--- src/search_settings.svh ---
`ifndef SEARCH_SETTINGS_SVH
`define SEARCH_SETTINGS_SVH

// move encoding width, from/to squares plus promotion piece
`define SEARCH_MOVE_BITS 16

// signed score width
`define SEARCH_EVAL_BITS 16

// children kept per node
`define SEARCH_MAX_MOVES 16

// full alpha/beta window is -INF..+INF
`define SEARCH_SCORE_INF 32700

// node with no children reports this
`define SEARCH_SCORE_NONE (-32760)

// child scores at or below -MATE_BAND are mate scores
`define SEARCH_MATE_BAND 32700

`endif

--- src/search_pkg.sv ---
`include "search_settings.svh"

package search_pkg;

    // promotion takes what is left after the two squares
    typedef struct packed {
        logic [5:0] from_sq;
        logic [5:0] to_sq;
        logic [`SEARCH_MOVE_BITS-13:0] promo;
    } move_t;

    typedef logic signed [`SEARCH_EVAL_BITS-1:0] eval_t;

    // parent-side score with the sign bit flipped, compares unsigned
    typedef logic [`SEARCH_EVAL_BITS-1:0] sort_key_t;

    // score is from the child's point of view
    typedef struct packed {
        move_t move;
        eval_t score;
    } scored_move_t;

    typedef struct packed {
        eval_t alpha;
        eval_t beta;
    } window_t;

    typedef logic [$clog2(`SEARCH_MAX_MOVES + 1)-1:0] count_t;

    typedef struct packed {
        move_t  best_move;
        eval_t  best_score;
        eval_t  new_alpha;
        logic   cutoff;
        count_t examined;
    } fold_result_t;

endpackage

--- src/stream_sorter.sv ---
`timescale 1ns/1ps
`include "search_settings.svh"

module stream_sorter #(
    parameter type payload_t = logic [31:0],
    parameter int  DEPTH     = `SEARCH_MAX_MOVES
) (
    input  logic                  clk_in,
    input  logic                  rst_in,
    input  logic                  ins_valid,
    input  payload_t              ins_payload,
    input  search_pkg::sort_key_t ins_key,
    input  logic                  deq,
    input  logic                  clear,
    output payload_t              top_payload,
    output search_pkg::sort_key_t top_key,
    output search_pkg::count_t    len,
    output logic                  full
);
    payload_t              payload_mem [DEPTH];
    search_pkg::sort_key_t key_mem     [DEPTH];

    // entries that keep their slot on insert (key >= new key, so ties stay ahead)
    logic [DEPTH-1:0] stays;
    logic [DEPTH-1:0] take_new;
    logic             do_ins;
    logic             do_deq;

    assign full        = (len == search_pkg::count_t'(DEPTH));
    assign top_payload = payload_mem[0];
    assign top_key     = key_mem[0];
    assign do_deq      = deq && (len != '0);
    assign do_ins      = ins_valid && !full && !deq;

    always_comb begin
        logic prev_stays;
        prev_stays = 1'b1;
        for (int i = 0; i < DEPTH; i++) begin
            stays[i]    = (i < int'(len)) && (key_mem[i] >= ins_key);
            take_new[i] = !stays[i] && prev_stays;
            prev_stays  = stays[i];
        end
    end

    always_ff @(posedge clk_in) begin
        if (do_deq) begin
            for (int i = 0; i < DEPTH - 1; i++) begin
                payload_mem[i] <= payload_mem[i + 1];
                key_mem[i]     <= key_mem[i + 1];
            end
        end else if (do_ins) begin
            // open a gap below the insertion point
            for (int i = DEPTH - 1; i > 0; i--) begin
                if (!stays[i] && !take_new[i]) begin
                    payload_mem[i] <= payload_mem[i - 1];
                    key_mem[i]     <= key_mem[i - 1];
                end
            end
            for (int i = 0; i < DEPTH; i++) begin
                if (take_new[i]) begin
                    payload_mem[i] <= ins_payload;
                    key_mem[i]     <= ins_key;
                end
            end
        end
    end

    always_ff @(posedge clk_in) begin
        if (rst_in || clear) begin
            len <= '0;
        end else if (do_deq) begin
            len <= len - 1'b1;
        end else if (do_ins) begin
            len <= len + 1'b1;
        end
    end

    // intake must hold off while full
    assert property (@(posedge clk_in) disable iff (rst_in) ins_valid |-> !full);
    // folder only pops while items remain
    assert property (@(posedge clk_in) disable iff (rst_in) deq |-> (len != '0));

endmodule

--- src/move_intake.sv ---
`timescale 1ns/1ps

module move_intake (
    input  logic                     clk_in,
    input  logic                     rst_in,
    input  search_pkg::scored_move_t item,
    input  logic                     item_req,
    output logic                     item_ack,
    input  logic                     full,
    input  logic                     folding,
    output logic                     ins_valid,
    output search_pkg::scored_move_t ins_payload,
    output search_pkg::sort_key_t    ins_key
);
    search_pkg::eval_t parent_score;

    // parent-side score with its sign bit flipped for unsigned ordering
    assign parent_score = -item.score;
    assign ins_key      = {~parent_score[$bits(parent_score)-1],
                           parent_score[$bits(parent_score)-2:0]};
    assign ins_payload  = item;

    // one insert per request, on the edge that raises ack
    assign ins_valid = item_req && !item_ack && !full && !folding;

    always_ff @(posedge clk_in) begin
        if (rst_in) begin
            item_ack <= 1'b0;
        end else if (ins_valid) begin
            item_ack <= 1'b1;
        end else if (!item_req) begin
            item_ack <= 1'b0;
        end
    end

    // producer holds req until it sees ack
    assert property (@(posedge clk_in) disable iff (rst_in)
        $rose(item_ack) |-> item_req);

endmodule

--- src/window_regs.sv ---
`timescale 1ns/1ps
`include "search_settings.svh"

module window_regs (
    input  logic                clk_in,
    input  logic                rst_in,
    input  search_pkg::window_t cfg_window,
    input  logic                cfg_req,
    output logic                cfg_ack,
    output search_pkg::window_t window
);
    logic load;

    assign load = cfg_req && !cfg_ack;

    always_ff @(posedge clk_in) begin
        if (rst_in) begin
            cfg_ack      <= 1'b0;
            // full window until software narrows it
            window.alpha <= -search_pkg::eval_t'(`SEARCH_SCORE_INF);
            window.beta  <= search_pkg::eval_t'(`SEARCH_SCORE_INF);
        end else if (load) begin
            cfg_ack <= 1'b1;
            window  <= cfg_window;
        end else if (!cfg_req) begin
            cfg_ack <= 1'b0;
        end
    end

    // writer holds req until it sees ack
    assert property (@(posedge clk_in) disable iff (rst_in)
        $rose(cfg_ack) |-> cfg_req);

endmodule

--- src/node_folder.sv ---
`timescale 1ns/1ps
`include "search_settings.svh"

module node_folder (
    input  logic                     clk_in,
    input  logic                     rst_in,
    input  logic                     fold_req,
    output logic                     fold_ack,
    input  search_pkg::window_t      window,
    input  search_pkg::scored_move_t top_payload,
    input  search_pkg::count_t       len,
    output logic                     deq,
    output logic                     clear,
    output logic                     folding,
    output search_pkg::fold_result_t result
);
    typedef enum logic [1:0] {
        fold_idle,
        fold_drain,
        fold_done,
        fold_release
    } fold_state_t;

    fold_state_t        state;
    search_pkg::move_t  best_move;
    search_pkg::eval_t  best_score;
    search_pkg::eval_t  alpha;
    logic               cutoff;
    search_pkg::count_t examined;
    search_pkg::eval_t  child_eval;
    logic               is_mate;
    logic               beta_cut;
    logic               last_item;

    // negamax flip with mates one ply further away counting one less
    assign is_mate    = top_payload.score <= -`SEARCH_MATE_BAND;
    assign child_eval = is_mate ? -top_payload.score - 16'sd1 : -top_payload.score;
    assign beta_cut   = child_eval > window.beta;
    assign last_item  = (len <= search_pkg::count_t'(1));

    assign deq     = (state == fold_drain) && (len != '0);
    assign clear   = (state == fold_done);
    // stall intake as soon as a request shows up
    assign folding = (state != fold_idle) || fold_req;

    always_ff @(posedge clk_in) begin
        if (rst_in) begin
            state    <= fold_idle;
            fold_ack <= 1'b0;
        end else begin
            case (state)
                fold_idle: begin
                    if (fold_req) begin
                        best_score <= search_pkg::eval_t'(`SEARCH_SCORE_NONE);
                        best_move  <= '0;
                        alpha      <= window.alpha;
                        cutoff     <= 1'b0;
                        examined   <= '0;
                        state      <= (len == '0) ? fold_done : fold_drain;
                    end
                end
                fold_drain: begin
                    if (len != '0) begin
                        examined <= examined + 1'b1;
                        if (child_eval > best_score) begin
                            best_score <= child_eval;
                            best_move  <= top_payload.move;
                        end
                        if (child_eval > alpha) begin
                            alpha <= child_eval;
                        end
                        cutoff <= beta_cut;
                    end
                    if (len == '0 || beta_cut || last_item) begin
                        state <= fold_done;
                    end
                end
                fold_done: begin
                    result   <= '{best_move, best_score, alpha, cutoff, examined};
                    fold_ack <= 1'b1;
                    state    <= fold_release;
                end
                default: begin
                    if (!fold_req) begin
                        fold_ack <= 1'b0;
                        state    <= fold_idle;
                    end
                end
            endcase
        end
    end

    // each drain cycle pops exactly one item while intake stays stalled
    assert property (@(posedge clk_in) disable iff (rst_in)
        (state == fold_drain) |=> (len == $past(len) - 1'b1));

endmodule

--- src/node_search_top.sv ---
`timescale 1ns/1ps
`include "search_settings.svh"

module node_search_top (
    input  logic                     clk_in,
    input  logic                     rst_in,
    input  search_pkg::scored_move_t item,
    input  logic                     item_req,
    output logic                     item_ack,
    input  search_pkg::window_t      cfg_window,
    input  logic                     cfg_req,
    output logic                     cfg_ack,
    input  logic                     fold_req,
    output logic                     fold_ack,
    output search_pkg::fold_result_t result
);
    logic                     ins_valid;
    search_pkg::scored_move_t ins_payload;
    search_pkg::sort_key_t    ins_key;
    logic                     deq;
    logic                     clear;
    logic                     folding;
    logic                     full;
    search_pkg::scored_move_t top_payload;
    search_pkg::count_t       len;
    search_pkg::window_t      window;

    stream_sorter #(
        .payload_t (search_pkg::scored_move_t),
        .DEPTH     (`SEARCH_MAX_MOVES)
    ) u_stream_sorter (
        .clk_in      (clk_in),
        .rst_in      (rst_in),
        .ins_valid   (ins_valid),
        .ins_payload (ins_payload),
        .ins_key     (ins_key),
        .deq         (deq),
        .clear       (clear),
        .top_payload (top_payload),
        .top_key     (),
        .len         (len),
        .full        (full)
    );

    move_intake u_move_intake (
        .clk_in      (clk_in),
        .rst_in      (rst_in),
        .item        (item),
        .item_req    (item_req),
        .item_ack    (item_ack),
        .full        (full),
        .folding     (folding),
        .ins_valid   (ins_valid),
        .ins_payload (ins_payload),
        .ins_key     (ins_key)
    );

    window_regs u_window_regs (
        .clk_in     (clk_in),
        .rst_in     (rst_in),
        .cfg_window (cfg_window),
        .cfg_req    (cfg_req),
        .cfg_ack    (cfg_ack),
        .window     (window)
    );

    node_folder u_node_folder (
        .clk_in      (clk_in),
        .rst_in      (rst_in),
        .fold_req    (fold_req),
        .fold_ack    (fold_ack),
        .window      (window),
        .top_payload (top_payload),
        .len         (len),
        .deq         (deq),
        .clear       (clear),
        .folding     (folding),
        .result      (result)
    );

endmodule

--- config.mk ---
export PLATFORM = sky130hd
export DESIGN_NAME = node_search_top
export DESIGN_NICKNAME = d
export VERILOG_FILES = /design/src/search_pkg.sv /design/src/stream_sorter.sv /design/src/move_intake.sv /design/src/window_regs.sv /design/src/node_folder.sv /design/src/node_search_top.sv
export VERILOG_INCLUDE_DIRS = /design/src /design/src/src
export SDC_FILE = /design/constraint.sdc
export NUM_CORES = 2
export LEC_CHECK = 0
export BUFFER_PORTS_ARGS = -buffer_cell sky130_fd_sc_hd__buf_2
export CAP_MARGIN = 20
export CORE_MARGIN = 4
export CORE_UTILIZATION = 60
export DETAILED_ROUTE_END_ITERATION = 16
export PLACE_DENSITY = 0.77
export SYNTH_ARGS = -nofsm -noshare
export SYNTH_HDL_FRONTEND = slang
export SYNTH_HIERARCHICAL = 1
export SYNTH_SLANG_ARGS = --single-unit
--- constraint.sdc ---
create_clock -name clk_in -period 13.9 [get_ports clk_in]
set_clock_uncertainty 0.15 [all_clocks]
set_input_delay 2.085 -clock clk_in [delete_from_list [all_inputs] [get_ports clk_in]]
set_output_delay 2.085 -clock clk_in [all_outputs]
set_load 0.01 [all_outputs]
==> Implementation_results.wiki <==
{| class="wikitable"
! Metric !! Value
|-
| Outcome || completed
|-
| Unrepaired setup endpoints after global routing || no
|-
| Max cap viols || 0
|-
| Root buffer selected by CTS || sky130_fd_sc_hd__clkbuf_16
|-
| Launch instance of the worst register-to-register path || u_stream_sorter/payload_mem[0][12]
|-
| Number of max-slew violations in the final report || 0
|-
| Number of detailed-routing iterations run before antenna repair || 7
|-
| Post-Synthesis Cells || 4661
|-
| Hold_sp || u_node_folder/best_move[4]
|-
| Class of the tightest hold or removal check || reg2reg
|-
| Sequential cell area in the final layout || 27100 um2
|-
| Number of vias in the routed layout || 39097
|-
| Fin Setup TNS || 0 ns
|-
| Crit Reg-Reg Endpoint || u_node_folder/best_move[12]
|-
| Share of the cycle needed by the critical path after routing || 0.565
|-
| TritonCTS clock tree || built
|-
| Number of vias per cell after detailed routing || 6.74
|-
| Number of endpoints with negative hold slack in the final report || 0
|-
| Required time at the worst-slack endpoint || 14.04 ns
|-
| # port buffers || 125
|-
| Peak clock frequency supported by timing || 127 MHz
|-
| Mean routed wirelength per cell || 25.4 um
|-
| Cells along the critical path || buf_2 > buf_4 > inv_1 > ha_1 > nand4b_1 > nor2_1 > xnor2_1 > buf_4 > inv_1 > ha_1 > a21o_1 > a21o_1 > o21ai_4 > buf_4 > a21oi_4 > buf_4 > or3_4 > buf_4 > nand2_2 > buf_4
|-
| Final core area utilization || 0.654
|-
| Crit path launch type || input pin
|-
| Arrival time reported for the critical path endpoint || 8.00 ns
|-
| Chip Height || 303 um
|-
| Average footprint of a synthesized cell || 11.2 um2
|-
| Top cell by count, worst path || sky130_fd_sc_hd__buf_4
|-
| CP Max Fanout || 57
|-
| Number of clock sinks || 918
|-
| Type of the setup path with the least slack || in2reg
|-
| Most common cell after layout, fill and taps aside || sky130_fd_sc_hd__edfxtp_1
|-
| Syn nets || 5044
|-
| Global-route wire length before repair || 222000 um
|-
| Placed cell areas || 53500 um2
|-
| Count of warnings emitted by yosys || 6
|-
| Insertion delay to the later sink of the worst-skew pair || 0.68 ns
|-
| DRC violation total after the first TritonRoute iteration || 4924
|-
| Number of buffers inserted by post-CTS setup repair || 0
|-
| Final critical delay including setup and external delays || 7.86 ns
|-
| CP Capture Type || flip-flop
|-
| Gates resized, CTS repair || 0
|-
| Cell area after synthesis || 52400 um2
|-
| Multi-input gate area || 23300 um2
|-
| Clock edge transition at the registers on the reported setup and hold paths || 0.06 ns
|-
| Clock Path Buffers || 3
|-
| Antenna-violating nets left || 0
|-
| Slowest cell delay on critical path || 0.65 ns
|-
| Residual overflow from global routing || 0
|-
| Overall global routing resource usage || 0.312
|-
| DRT Wirelength || 147000 um
|-
| Number of global-route vias before repair || 37313
|-
| Post-cts hold buffer count || 0
|-
| Number of placement rows || 108
|-
| GPL Wtd Cong || 0.916
|-
| Horiz. Die Dim || 303 um
|-
| Top Ports || 126
|-
| Starting density of the core || 0.604
|-
| Final std cell area, no fill || 56700 um2
|-
| Depth of the worst register-to-register path || 14
|-
| FF-to-FF setup slack || 8.37 ns
|-
| CP max stage cell || sky130_fd_sc_hd__or3_4
|-
| Hpwl dp || 91600 um
|-
| Largest net degree at the start of global routing || 163
|-
| Worst relative slew slack || 0.259
|-
| Antenna violations before repair || 4
|-
| CTS H-Tree Depth || 3
|-
| Count of endpoints failing setup in the final report || 0
|-
| Total Die Area || 92100 um2
|-
| Number of buffers created by CTS || 98
|-
| Layout cells sized above 1 || 0.148
|-
| Max rail drop VDD || 0.129 mV
|-
| Number of filler cells placed in the layout || 6491
|-
| Hold depth || 0
|-
| Leak Pwr || 0.0219 uW
|-
| Layout net count || 4949
|-
| Pwr Density || 166 nW/um2
|-
| Final routed DRC violation total || 0
|-
| Floorplan Core Area || 86800 um2
|-
| Most frequent cells in the layout || sky130_fd_sc_hd__edfxtp_1, sky130_fd_sc_hd__nand2_1, sky130_fd_sc_hd__ha_1
|-
| Syn-to-layout area delta || 8.23%
|-
| Hold EP || u_node_folder/result[42]
|-
| Power consumption || 9390 uW
|-
| Worst-Margin Slew || 1.11 ns
|}
power by group:
| part | leakage, uW | internal, uW | switching, uW | total, uW |
|---|---|---|---|---|
| combinational | 0.0119 | 887 | 1670 | 2560 |
| sequential | 0.00847 | 3900 | 339 | 4240 |
| clock | 0.00154 | 1460 | 1130 | 2590 |
metal layers:
metal	track usage	vias to the layer above	share of wire
met5	0	-	0.000088
met4	0.121	2	0.042
met3	0.0597	343	0.11
met2	0.484	2359	0.45
met1	0.438	18990	0.40
li1	-	17403	-
flip-flops by register name, summed over array words and instances (netlist names):
name / count
u_move_intake/item_ack: 1
u_node_folder/alpha: 16
u_node_folder/best_move: 16
u_node_folder/best_score: 16
u_node_folder/cutoff: 1
u_node_folder/examined: 5
u_node_folder/fold_ack: 1
u_node_folder/result: 54
u_node_folder/state: 2
u_stream_sorter/key_mem: 256
u_stream_sorter/len: 5
u_stream_sorter/payload_mem: 512
u_window_regs/cfg_ack: 1
u_window_regs/window: 32
how the worst max path moves through the flow:
stage	end	cells after the start	startpoint	slack, ns
after floorplan	u_stream_sorter/key_mem[0][100]	15	item[0]	4.78
after global placement	u_stream_sorter/payload_mem[0][54]	20	item[0]	5.66
after detailed placement	u_stream_sorter/payload_mem[0][56]	20	item[0]	5.55
after CTS	u_stream_sorter/key_mem[0][24]	20	item[0]	6.23
after global routing	u_stream_sorter/key_mem[0][24]	20	item[0]	5.93
final	u_stream_sorter/payload_mem[0][59]	20	item[0]	6.04
worst max-delay path: cells and delay by family:
kind	cells	cell delay, ns
adders and majority gates	2	0.66
xor gates and xnor gates	1	0.14
and+or+nand+nor	4	1.07
AOI/OAI and AO/OA	4	0.58
buffers and inverters	9	3.30
per-stage QoR:
step           setup slack, ns  hold WS (ns)  std cells
6_report                  6.04         0.267       5804
5_1_grt                   5.93         0.284       5798
4_1_cts                   6.23         0.268       5797
3_5_place_dp              5.55         0.255       5620
3_3_place_gp              5.66         0.252       5620
2_1_floorplan             4.78         0.250       4661
layout make-up:
type	count	area share
clock buffer	121	0.0457
clock inverter	56	0.00971
timing repair buffer	213	0.0231
inverter	105	0.00695
tap	1155	0.0255
multi-input combinational	3230	0.410
sequential	918	0.479
antenna	6	0.000265
(Power assumes the default switching activity.)
